==> src/rv_pkg.sv <==
package rv_pkg;

	// machine word and address width
	localparam int XLEN = 32;

	typedef logic [XLEN-1:0] word_t;
	typedef logic [4:0] reg_idx_t;

	// pc step between sequential instructions
	localparam word_t INSTR_BYTES = 'd4;

	// major opcodes of the supported subset
	localparam logic [6:0] OP_REG = 7'b0110011;
	localparam logic [6:0] OP_IMM = 7'b0010011;
	localparam logic [6:0] OP_LUI = 7'b0110111;
	localparam logic [6:0] OP_LOAD = 7'b0000011;
	localparam logic [6:0] OP_STORE = 7'b0100011;
	localparam logic [6:0] OP_BRANCH = 7'b1100011;
	localparam logic [6:0] OP_JAL = 7'b1101111;

	// funct3 codes
	localparam logic [2:0] F3_ADD_SUB = 3'b000;
	localparam logic [2:0] F3_SLL = 3'b001;
	localparam logic [2:0] F3_SLT = 3'b010;
	localparam logic [2:0] F3_XOR = 3'b100;
	localparam logic [2:0] F3_SRL = 3'b101;
	localparam logic [2:0] F3_OR = 3'b110;
	localparam logic [2:0] F3_AND = 3'b111;
	localparam logic [2:0] F3_BEQ = 3'b000;
	localparam logic [2:0] F3_BNE = 3'b001;
	// only whole-word loads and stores
	localparam logic [2:0] F3_WORD = 3'b010;

	// funct7 codes
	localparam logic [6:0] F7_BASE = 7'b0000000;
	localparam logic [6:0] F7_SUB = 7'b0100000;

	// alu operations, pass_b serves lui and link gives pc plus four
	typedef enum logic [3:0] {
		ALU_ADD,
		ALU_SUB,
		ALU_AND,
		ALU_OR,
		ALU_XOR,
		ALU_SLT,
		ALU_SLL,
		ALU_SRL,
		ALU_PASS_B,
		ALU_LINK
	} alu_op_t;

endpackage

==> src/fetch_unit.sv <==
module fetch_unit import rv_pkg::*; #(
	parameter word_t RESET_PC = '0
) (
	input logic clk,
	input logic reset,
	input logic fetch_advance,
	input logic flush,
	input word_t redirect_target,
	output logic fetch_req,
	output word_t fetch_addr,
	input word_t instruction,
	input logic fetch_wait,
	output logic fd_valid,
	output word_t fd_pc,
	output word_t fd_instr
);

	// stays low through reset so no request goes out before the core runs
	logic fetch_on;
	word_t pc;
	logic fetch_done;

	assign fetch_addr = pc;
	// request whenever the fetch/decode register can take a new word
	assign fetch_req = fetch_on && fetch_advance;
	assign fetch_done = fetch_req && !fetch_wait;

	always_ff @(posedge clk) begin
		if (reset) begin
			fetch_on <= 1'b0;
			pc <= RESET_PC;
			fd_valid <= 1'b0;
		end else begin
			fetch_on <= 1'b1;
			if (flush) begin
				// redirect from a taken branch or jal
				pc <= redirect_target;
				fd_valid <= 1'b0;
			end else if (fetch_advance) begin
				// a pending wait hands decode a bubble
				fd_valid <= fetch_done;
				if (fetch_done) begin
					pc <= pc + INSTR_BYTES;
				end
			end
		end
	end

	// payload is only meaningful while fd_valid is set
	always_ff @(posedge clk) begin
		if (fetch_done) begin
			fd_pc <= pc;
			fd_instr <= instruction;
		end
	end

endmodule

==> src/instr_decoder.sv <==
module instr_decoder import rv_pkg::*; (
	input logic clk,
	input logic reset,
	input logic decode_advance,
	input logic execute_advance,
	input logic flush,
	input logic fd_valid,
	input word_t fd_pc,
	input word_t fd_instr,
	output reg_idx_t rs1,
	output reg_idx_t rs2,
	output logic rs1_used,
	output logic rs2_used,
	input word_t rs1_data,
	input word_t rs2_data,
	output logic de_valid,
	output word_t de_pc,
	output word_t de_a,
	output word_t de_b,
	output word_t de_imm,
	output alu_op_t de_op,
	output reg_idx_t de_rd,
	output logic de_writes_rd,
	output logic de_is_load,
	output logic de_is_store,
	output logic de_is_branch,
	output logic de_branch_ne,
	output logic de_is_jal
);

	logic [6:0] opcode;
	logic [2:0] funct3;
	logic [6:0] funct7;
	word_t imm_i, imm_s, imm_b, imm_u, imm_j;
	word_t imm;
	alu_op_t op;
	logic use_imm;
	logic writes, is_load, is_store, is_branch, is_jal;
	logic de_writes_q;

	// instruction fields
	assign opcode = fd_instr[6:0];
	assign funct3 = fd_instr[14:12];
	assign funct7 = fd_instr[31:25];
	assign rs1 = fd_instr[19:15];
	assign rs2 = fd_instr[24:20];

	// sign-extended immediates of each format
	assign imm_i = {{20{fd_instr[31]}}, fd_instr[31:20]};
	assign imm_s = {{20{fd_instr[31]}}, fd_instr[31:25], fd_instr[11:7]};
	assign imm_b = {{19{fd_instr[31]}}, fd_instr[31], fd_instr[7],
		fd_instr[30:25], fd_instr[11:8], 1'b0};
	assign imm_u = {fd_instr[31:12], 12'b0};
	assign imm_j = {{11{fd_instr[31]}}, fd_instr[31], fd_instr[19:12],
		fd_instr[20], fd_instr[30:21], 1'b0};

	always_comb begin
		// unknown encodings decode as a nop
		op = ALU_ADD;
		imm = imm_i;
		use_imm = 1'b0;
		writes = 1'b0;
		is_load = 1'b0;
		is_store = 1'b0;
		is_branch = 1'b0;
		is_jal = 1'b0;
		rs1_used = 1'b0;
		rs2_used = 1'b0;
		case (opcode)
			OP_REG: begin
				rs1_used = 1'b1;
				rs2_used = 1'b1;
				writes = 1'b1;
				case (funct3)
					F3_ADD_SUB: op = (funct7 == F7_SUB) ? ALU_SUB : ALU_ADD;
					F3_SLL: op = ALU_SLL;
					F3_SLT: op = ALU_SLT;
					F3_XOR: op = ALU_XOR;
					F3_SRL: op = ALU_SRL;
					F3_OR: op = ALU_OR;
					F3_AND: op = ALU_AND;
					default: writes = 1'b0;
				endcase
				// sra and other funct7 variants are not supported
				if (funct7 != F7_BASE && funct7 != F7_SUB) begin
					writes = 1'b0;
				end
			end
			OP_IMM: begin
				// addi only
				rs1_used = 1'b1;
				use_imm = 1'b1;
				writes = (funct3 == F3_ADD_SUB);
			end
			OP_LUI: begin
				op = ALU_PASS_B;
				imm = imm_u;
				use_imm = 1'b1;
				writes = 1'b1;
			end
			OP_LOAD: begin
				rs1_used = 1'b1;
				use_imm = 1'b1;
				writes = (funct3 == F3_WORD);
				is_load = (funct3 == F3_WORD);
			end
			OP_STORE: begin
				// rs2 stays on de_b as store data
				rs1_used = 1'b1;
				rs2_used = 1'b1;
				imm = imm_s;
				is_store = (funct3 == F3_WORD);
			end
			OP_BRANCH: begin
				rs1_used = 1'b1;
				rs2_used = 1'b1;
				imm = imm_b;
				is_branch = (funct3 == F3_BEQ) || (funct3 == F3_BNE);
			end
			OP_JAL: begin
				op = ALU_LINK;
				imm = imm_j;
				writes = 1'b1;
				is_jal = 1'b1;
			end
			default: begin
				writes = 1'b0;
			end
		endcase
	end

	// decode/execute valid, a stall leaves a bubble behind
	always_ff @(posedge clk) begin
		if (reset || flush) begin
			de_valid <= 1'b0;
		end else if (decode_advance) begin
			de_valid <= fd_valid;
		end else if (execute_advance) begin
			de_valid <= 1'b0;
		end
	end

	always_ff @(posedge clk) begin
		if (decode_advance) begin
			de_pc <= fd_pc;
			de_a <= rs1_data;
			de_b <= use_imm ? imm : rs2_data;
			de_imm <= imm;
			de_op <= op;
			de_rd <= fd_instr[11:7];
			de_writes_q <= writes;
			de_is_load <= is_load;
			de_is_store <= is_store;
			de_is_branch <= is_branch;
			de_branch_ne <= (funct3 == F3_BNE);
			de_is_jal <= is_jal;
		end
	end

	// hazard detection sees only live writers
	assign de_writes_rd = de_valid && de_writes_q;

endmodule

==> src/register_file.sv <==
module register_file import rv_pkg::*; (
	input logic clk,
	input reg_idx_t rs1,
	input reg_idx_t rs2,
	output word_t rs1_data,
	output word_t rs2_data,
	input logic wb_en,
	input reg_idx_t wb_rd,
	input word_t wb_data
);

	word_t regs [32];

	// x0 reads as zero whatever the array holds
	assign rs1_data = (rs1 == '0) ? '0 : regs[rs1];
	assign rs2_data = (rs2 == '0) ? '0 : regs[rs2];

	// writes to x0 are dropped
	always_ff @(posedge clk) begin
		if (wb_en && wb_rd != '0) begin
			regs[wb_rd] <= wb_data;
		end
	end

endmodule

==> src/hazard_unit.sv <==
module hazard_unit import rv_pkg::*; (
	input logic fd_valid,
	input logic rs1_used,
	input logic rs2_used,
	input reg_idx_t rs1,
	input reg_idx_t rs2,
	input logic de_writes_rd,
	input logic em_writes_rd,
	input logic mw_writes_rd,
	input reg_idx_t de_rd,
	input reg_idx_t em_rd,
	input reg_idx_t mw_rd,
	input logic mem_busy,
	input logic branch_taken,
	output logic fetch_advance,
	output logic decode_advance,
	output logic execute_advance,
	output logic memory_advance,
	output logic flush
);

	logic rs1_hit;
	logic rs2_hit;
	logic stall;

	// any older instruction still in flight that will write src
	function automatic logic pending_write(input reg_idx_t src);
		return (de_writes_rd && de_rd == src)
			|| (em_writes_rd && em_rd == src)
			|| (mw_writes_rd && mw_rd == src);
	endfunction

	// no forwarding, so decode waits until the write has landed
	assign rs1_hit = rs1_used && rs1 != '0 && pending_write(rs1);
	assign rs2_hit = rs2_used && rs2 != '0 && pending_write(rs2);
	assign stall = fd_valid && (rs1_hit || rs2_hit);

	assign flush = branch_taken;

	// a data access in progress freezes the whole pipe
	assign memory_advance = !mem_busy;
	assign execute_advance = !mem_busy;
	// redirect wins over a stall, the stalled instruction is discarded anyway
	assign decode_advance = !mem_busy && (!stall || flush);
	// no fetch in the redirect cycle, its word would be dropped
	assign fetch_advance = decode_advance && !flush;

endmodule

==> src/execute_stage.sv <==
module execute_stage import rv_pkg::*; (
	input logic clk,
	input logic reset,
	input logic execute_advance,
	input logic flush,
	input logic de_valid,
	input word_t de_pc,
	input word_t de_a,
	input word_t de_b,
	input word_t de_imm,
	input alu_op_t de_op,
	input reg_idx_t de_rd,
	input logic de_writes_rd,
	input logic de_is_load,
	input logic de_is_store,
	input logic de_is_branch,
	input logic de_branch_ne,
	input logic de_is_jal,
	output logic em_valid,
	output word_t em_result,
	output word_t em_store_data,
	output reg_idx_t em_rd,
	output logic em_writes_rd,
	output logic em_is_load,
	output logic em_is_store,
	output logic branch_taken,
	output word_t redirect_target
);

	word_t alu_b;
	word_t alu_result;
	logic operands_equal;
	logic taken;
	logic em_writes_q;
	logic em_taken_q;

	// stores keep rs2 on de_b, their address offset comes from the immediate
	assign alu_b = de_is_store ? de_imm : de_b;

	always_comb begin
		case (de_op)
			ALU_ADD: alu_result = de_a + alu_b;
			ALU_SUB: alu_result = de_a - alu_b;
			ALU_AND: alu_result = de_a & alu_b;
			ALU_OR: alu_result = de_a | alu_b;
			ALU_XOR: alu_result = de_a ^ alu_b;
			ALU_SLT: alu_result = {{(XLEN-1){1'b0}}, $signed(de_a) < $signed(alu_b)};
			ALU_SLL: alu_result = de_a << alu_b[4:0];
			ALU_SRL: alu_result = de_a >> alu_b[4:0];
			ALU_PASS_B: alu_result = alu_b;
			ALU_LINK: alu_result = de_pc + INSTR_BYTES;
			default: alu_result = '0;
		endcase
	end

	// beq/bne compare, jal always redirects
	assign operands_equal = (de_a == de_b);
	assign taken = de_is_jal || (de_is_branch && (de_branch_ne ^ operands_equal));

	always_ff @(posedge clk) begin
		if (reset || flush) begin
			em_valid <= 1'b0;
		end else if (execute_advance) begin
			em_valid <= de_valid;
		end
	end

	always_ff @(posedge clk) begin
		if (execute_advance) begin
			em_result <= alu_result;
			em_store_data <= de_b;
			em_rd <= de_rd;
			em_writes_q <= de_writes_rd;
			em_is_load <= de_is_load;
			em_is_store <= de_is_store;
			em_taken_q <= taken;
			// branch and jal target
			redirect_target <= de_pc + de_imm;
		end
	end

	assign em_writes_rd = em_valid && em_writes_q;
	assign branch_taken = em_valid && em_taken_q;

	// the flush empties this register, so a redirect never repeats
	a_single_redirect: assert property (@(posedge clk) disable iff (reset)
		branch_taken |=> !branch_taken);

endmodule

==> src/memory_stage.sv <==
module memory_stage import rv_pkg::*; (
	input logic clk,
	input logic reset,
	input logic memory_advance,
	input logic em_valid,
	input word_t em_result,
	input word_t em_store_data,
	input reg_idx_t em_rd,
	input logic em_writes_rd,
	input logic em_is_load,
	input logic em_is_store,
	output logic mem_read,
	output logic mem_write,
	output word_t mem_addr,
	output word_t mem_store_data,
	input word_t mem_load_data,
	input logic mem_wait,
	output logic mem_busy,
	output reg_idx_t mw_rd,
	output logic mw_writes_rd,
	output word_t wb_data
);

	// request stays up until the cycle mem_wait drops
	assign mem_read = em_valid && em_is_load;
	assign mem_write = em_valid && em_is_store;
	assign mem_addr = em_result;
	assign mem_store_data = em_store_data;
	assign mem_busy = (mem_read || mem_write) && mem_wait;

	// write-back register, mw_writes_rd is the register file enable
	always_ff @(posedge clk) begin
		if (reset) begin
			mw_writes_rd <= 1'b0;
		end else if (memory_advance) begin
			mw_writes_rd <= em_writes_rd;
		end
	end

	always_ff @(posedge clk) begin
		if (memory_advance) begin
			mw_rd <= em_rd;
			// load data is only valid in the completing cycle
			wb_data <= em_is_load ? mem_load_data : em_result;
		end
	end

	a_rw_exclusive: assert property (@(posedge clk) disable iff (reset)
		!(mem_read && mem_write));

	// upstream stages must hold the request while the memory waits
	a_request_hold: assert property (@(posedge clk) disable iff (reset)
		(mem_read || mem_write) && mem_wait |=>
		$stable(mem_read) && $stable(mem_write) && $stable(mem_addr)
		&& $stable(mem_store_data));

endmodule

==> src/rv_core.sv <==
module rv_core import rv_pkg::*; #(
	parameter word_t RESET_PC = '0
) (
	input logic clk,
	input logic reset,
	output logic fetch_req,
	output word_t fetch_addr,
	input word_t instruction,
	input logic fetch_wait,
	output logic mem_read,
	output logic mem_write,
	output word_t mem_addr,
	output word_t mem_store_data,
	input word_t mem_load_data,
	input logic mem_wait
);

	// stage enables and redirect
	logic fetch_advance, decode_advance, execute_advance, memory_advance, flush;
	logic branch_taken;
	word_t redirect_target;

	// fetch/decode
	logic fd_valid;
	word_t fd_pc, fd_instr;

	// decode sources
	reg_idx_t rs1, rs2;
	logic rs1_used, rs2_used;
	word_t rs1_data, rs2_data;

	// decode/execute
	logic de_valid;
	word_t de_pc, de_a, de_b, de_imm;
	alu_op_t de_op;
	reg_idx_t de_rd;
	logic de_writes_rd, de_is_load, de_is_store, de_is_branch, de_branch_ne, de_is_jal;

	// execute/memory
	logic em_valid;
	word_t em_result, em_store_data;
	reg_idx_t em_rd;
	logic em_writes_rd, em_is_load, em_is_store;

	// memory/write-back
	logic mem_busy;
	reg_idx_t mw_rd;
	logic mw_writes_rd;
	word_t wb_data;

	fetch_unit #(
		.RESET_PC(RESET_PC)
	) i_fetch_unit (
		.clk(clk), .reset(reset),
		.fetch_advance(fetch_advance), .flush(flush),
		.redirect_target(redirect_target),
		.fetch_req(fetch_req), .fetch_addr(fetch_addr),
		.instruction(instruction), .fetch_wait(fetch_wait),
		.fd_valid(fd_valid), .fd_pc(fd_pc), .fd_instr(fd_instr)
	);

	instr_decoder i_instr_decoder (
		.clk(clk), .reset(reset),
		.decode_advance(decode_advance), .execute_advance(execute_advance),
		.flush(flush),
		.fd_valid(fd_valid), .fd_pc(fd_pc), .fd_instr(fd_instr),
		.rs1(rs1), .rs2(rs2), .rs1_used(rs1_used), .rs2_used(rs2_used),
		.rs1_data(rs1_data), .rs2_data(rs2_data),
		.de_valid(de_valid), .de_pc(de_pc), .de_a(de_a), .de_b(de_b),
		.de_imm(de_imm), .de_op(de_op), .de_rd(de_rd),
		.de_writes_rd(de_writes_rd), .de_is_load(de_is_load),
		.de_is_store(de_is_store), .de_is_branch(de_is_branch),
		.de_branch_ne(de_branch_ne), .de_is_jal(de_is_jal)
	);

	register_file i_register_file (
		.clk(clk),
		.rs1(rs1), .rs2(rs2), .rs1_data(rs1_data), .rs2_data(rs2_data),
		.wb_en(mw_writes_rd), .wb_rd(mw_rd), .wb_data(wb_data)
	);

	hazard_unit i_hazard_unit (
		.fd_valid(fd_valid), .rs1_used(rs1_used), .rs2_used(rs2_used),
		.rs1(rs1), .rs2(rs2),
		.de_writes_rd(de_writes_rd), .em_writes_rd(em_writes_rd),
		.mw_writes_rd(mw_writes_rd),
		.de_rd(de_rd), .em_rd(em_rd), .mw_rd(mw_rd),
		.mem_busy(mem_busy), .branch_taken(branch_taken),
		.fetch_advance(fetch_advance), .decode_advance(decode_advance),
		.execute_advance(execute_advance), .memory_advance(memory_advance),
		.flush(flush)
	);

	execute_stage i_execute_stage (
		.clk(clk), .reset(reset),
		.execute_advance(execute_advance), .flush(flush),
		.de_valid(de_valid), .de_pc(de_pc), .de_a(de_a), .de_b(de_b),
		.de_imm(de_imm), .de_op(de_op), .de_rd(de_rd),
		.de_writes_rd(de_writes_rd), .de_is_load(de_is_load),
		.de_is_store(de_is_store), .de_is_branch(de_is_branch),
		.de_branch_ne(de_branch_ne), .de_is_jal(de_is_jal),
		.em_valid(em_valid), .em_result(em_result), .em_store_data(em_store_data),
		.em_rd(em_rd), .em_writes_rd(em_writes_rd),
		.em_is_load(em_is_load), .em_is_store(em_is_store),
		.branch_taken(branch_taken), .redirect_target(redirect_target)
	);

	memory_stage i_memory_stage (
		.clk(clk), .reset(reset),
		.memory_advance(memory_advance),
		.em_valid(em_valid), .em_result(em_result), .em_store_data(em_store_data),
		.em_rd(em_rd), .em_writes_rd(em_writes_rd),
		.em_is_load(em_is_load), .em_is_store(em_is_store),
		.mem_read(mem_read), .mem_write(mem_write),
		.mem_addr(mem_addr), .mem_store_data(mem_store_data),
		.mem_load_data(mem_load_data), .mem_wait(mem_wait),
		.mem_busy(mem_busy),
		.mw_rd(mw_rd), .mw_writes_rd(mw_writes_rd), .wb_data(wb_data)
	);

endmodule

==> config.mk <==
export PLATFORM = sky130hd
export DESIGN_NAME = rv_core
export DESIGN_NICKNAME = d
export VERILOG_FILES = /design/src/rv_pkg.sv /design/src/fetch_unit.sv /design/src/instr_decoder.sv /design/src/register_file.sv /design/src/hazard_unit.sv /design/src/execute_stage.sv /design/src/memory_stage.sv /design/src/rv_core.sv
export SDC_FILE = /design/constraint.sdc
export NUM_CORES = 2
export LEC_CHECK = 0
export BUFFER_PORTS_ARGS = -buffer_cell sky130_fd_sc_hd__clkbuf_2
export CORE_ASPECT_RATIO = 1.75
export CORE_MARGIN = 2
export CORE_UTILIZATION = 35
export DETAILED_ROUTE_END_ITERATION = 16
export PLACE_DENSITY = 0.5
export SYNTH_ARGS = -nofsm -noshare
export SYNTH_HDL_FRONTEND = slang
export SYNTH_SLANG_ARGS = --single-unit
export TNS_END_PERCENT = 50
==> constraint.sdc <==
create_clock -name clk -period 8.8 [get_ports clk]
set_clock_uncertainty 0.2 [all_clocks]
set_input_delay 1.32 -clock clk [delete_from_list [all_inputs] [get_ports clk]]
set_output_delay 1.32 -clock clk [all_outputs]
set_load 0.1 [all_outputs]
==> metrics <==
Crit. End Element=register; WL/cell=38.8 um; critical path arrival=6.40 ns; post-route ant nets=0; yosys warns=0; initial antenna violation count=17; min cycle time layout=6.10 ns; Top FF cell, synth=edfxtp_1; CTS buffer count=142; final setup fails=0; FP Rows=220; Post-CTS Resized=0; vias in the first global route=46700; fraction of layout cells with a size suffix above 1=0.280; # hold bufs at CTS=0; H-tree level count=4; sequential power share=0.487; MaxCap Viol Count=1; period utilization=0.693; Pint=13.0 mW; initial core utilization=0.352; Port Buf Inserts=166; VDD IR-drop max=144 uV; Worst setup SP type=register; first-pass GRT wire length=390 mm; CTS Buffer Depth=4; Clk network pwr share=0.319; Post-Syn Instances=4421; CTS tree=built; ys async rst share=0; Rel. slew slack=-0.00164; setup bufs post-CTS=0; Die H=604 um; Netlist cell types=92; Comb power frac=0.194; DR vias=45000; CTS root buf=clkbuf_16; hold crit path type=reg -> reg; DRC=0; status=finished with violations; crit path kind=reg -> reg; dpl hpwl=193 mm; Cell Area, Synth=72100 um^2; largest net degree at the start of global routing=100; CP Max Fanout=50; Initial DRC Count=4215; Max Clk Rate=164 MHz; GRT Residual Overflow=0; Switching Share=0.325; Worst Path Required=9.10 ns; routed wire length=285 mm; pins over their slew limit=1; sequential standard cell area=42100 um^2; Nets=4779; area of the multi-input gates=28800 um^2; RSZ-0062 raised after global routing=false; iteration count of the initial detailed-routing pass=7; Skew-Pair Late Insertion Delay=0.81 ns; register area share after synthesis=0.583; Switch Pwr=6.26 mW; Final Hold Vio Count=0; Yosys reg bits=1415; GPL Wtd Cong=1.03; area of the core=205000 um^2; Post-synth EDFFs=1373; mean post-synth cell area=16.3 um^2; setup_tns=0 ns; Post-Layout Cell Count=7357; pwr dens=237 nW/um^2; die outline width=347 um; total placed cells including tap cells=7096; Die ar.=210000 um^2; Worst Tran Pin Value=1.50 ns; io pins=167; Sink Count=1415; most frequent cells in the layout=edfxtp_1 (1373), mux4_2 (664), nor2_1 (204); area grow syn2layout=12.4%; All-Layer GR Usage=0.271; failing checks=capacitance limit, slew limit; Clk pin slew, worst setup/hold paths=0.07 ns; Fillers=18700; most common cell after layout, fill and taps aside=edfxtp_1; Leak Pwr=26.9 nW; via density per instance=6.11
==> synth_stat cells, types with 13 or more instances <==
cell type / count / area (um^2)
o22ai_1: 13 / 81.3
mux2_2: 66 / 743
nor2_1: 236 / 886
dfxtp_1: 42 / 841
a221oi_1: 29 / 254
a222oi_1: 28 / 280
xnor2_1: 96 / 841
ha_1: 132 / 1650
o21bai_1: 23 / 173
mux4_2: 664 / 15000
a31oi_1: 21 / 131
nand2_1: 194 / 728
o221ai_1: 25 / 219
a21o_1: 52 / 390
a21oi_1: 120 / 601
inv_1: 125 / 469
or3_1: 15 / 93.8
clkbuf_1: 215 / 807
nand3_1: 67 / 335
and2_1: 16 / 100
mux2i_1: 157 / 1570
edfxtp_1: 1373 / 41200
nor4_1: 23 / 144
o211ai_1: 31 / 233
nor2b_1: 23 / 144
buf_1: 69 / 259
and3_1: 19 / 119
a211oi_1: 40 / 300
nand4_1: 39 / 244
buf_2: 21 / 105
o21ai_0: 140 / 701
xor2_1: 46 / 403
nand2b_1: 16 / 100
nor3_1: 50 / 250
==> routing by layer <==
| layer | part of all wire | vias to the layer above | wire, um | global-route usage |
|---|---|---|---|---|
| li1 | - | 18500 | - | - |
| met5 | 0.00013 | - | 36 | 0 |
| met4 | 0.091 | 6 | 25900 | 0.197 |
| met3 | 0.047 | 609 | 13300 | 0.0346 |
| met1 | 0.34 | 24100 | 96500 | 0.288 |
| met2 | 0.52 | 1771 | 149000 | 0.491 |
==> flip-flops by register name, summed over array words and instances (netlist names), 4 cells and up, named ones only <==
| name | count |
|---|---|
| i_execute_stage.redirect_target | 32 |
| i_register_file.regs | 1024 |
| i_fetch_unit.fd_pc | 32 |
| i_memory_stage.mw_rd | 5 |
| i_instr_decoder.de_a | 32 |
| i_fetch_unit.fetch_addr | 32 |
| i_instr_decoder.de_pc | 32 |
| i_instr_decoder.de_rd | 5 |
| i_memory_stage.wb_data | 32 |
| i_instr_decoder.de_imm | 32 |
| i_execute_stage.em_store_data | 32 |
| i_execute_stage.em_result | 32 |
| i_instr_decoder.de_op | 4 |
| i_instr_decoder.de_b | 32 |
| i_execute_stage.em_rd | 5 |
| i_fetch_unit.fd_instr | 32 |
==> kinds of logic after synthesis <==
| family | after synthesis | share of synthesized area |
|---|---|---|
| and+or+nand+nor | 735 | 0.0477 |
| xor gates and xnor gates | 142 | 0.0172 |
| AOI/OAI and AO/OA | 657 | 0.0628 |
| other | 1 | 0.0000520 |
| DFF | 1415 | 0.583 |
| adders and majority gates | 135 | 0.0237 |
| buffers and inverters | 443 | 0.0239 |
| muxes | 893 | 0.241 |
==> power groups by stage <==
stage	sequential [mW]	combinational, mW	clock (mW)
detailed placement	9.52	3.68	0
finish	9.37	3.74	6.13
floorplan	9.69	1.79	0
CTS	9.38	3.70	6.26
global route	9.46	3.88	6.47
global placement	9.50	3.70	0
==> stage by stage <==
| step | cell area (um^2) | worst slack, ns | total power [mW] | hold slack, ns | util |
|---|---|---|---|---|---|
| floorplan | 72200 | 0.219 | 11.5 | 0.200 | - |
| global placement | 76500 | 2.99 | 13.2 | 0.202 | 0.373 |
| detailed placement | 76500 | 3.08 | 13.2 | 0.205 | 0.373 |
| CTS | 81000 | 3.04 | 19.3 | 0.211 | 0.395 |
| global route | 81100 | 2.63 | 19.8 | 0.215 | 0.395 |
| finish | 81100 | 2.70 | 19.2 | 0.215 | 0.395 |
==> critical path: stages (launching register included) <==
cell and delay [ns]:
edfxtp_1 1.05, mux2i_4 0.35, buf_4 0.57, ha_1 0.44, inv_1 0.11, a21oi_1 0.14, o21ai_0 0.89, nand3_1 0.18
o211ai_1 0.44, a41oi_1 0.38, o31ai_1 0.60, o221a_2 0.29, o221ai_1 0.12
==> path summary, 6_finish.rpt <==
| check | from | to | slack, ns | cells past startpoint |
|---|---|---|---|---|
| worst max register to register | i_instr_decoder.de_is_store$_SDFFCE_PP0N_ | i_execute_stage.em_result[23]$_DFFE_PN_ | 2.70 | 12 |
| worst min-delay path | i_fetch_unit.fd_pc[12]$_DFFE_PP_ | i_instr_decoder.de_pc[12]$_DFFE_PN_ | 0.22 | 0 |
| worst max-delay path | i_instr_decoder.de_is_store$_SDFFCE_PP0N_ | i_execute_stage.em_result[23]$_DFFE_PN_ | 2.70 | 12 |
| worst min register to register | i_fetch_unit.fd_pc[12]$_DFFE_PP_ | i_instr_decoder.de_pc[12]$_DFFE_PN_ | 0.22 | 0 |
==> layout make-up <==
type | instances | share of cell area
Antenna cell | 14 | 0.000432
Clock inverter | 72 | 0.00866
Sequential cell | 1415 | 0.519
Timing Repair Buffer | 291 | 0.0229
Clock buffer | 175 | 0.0466
Tap cell | 2664 | 0.0411
Multi-Input combinational cell | 2594 | 0.355
Inverter | 132 | 0.00630
Power figures use the tool's default switching activity.
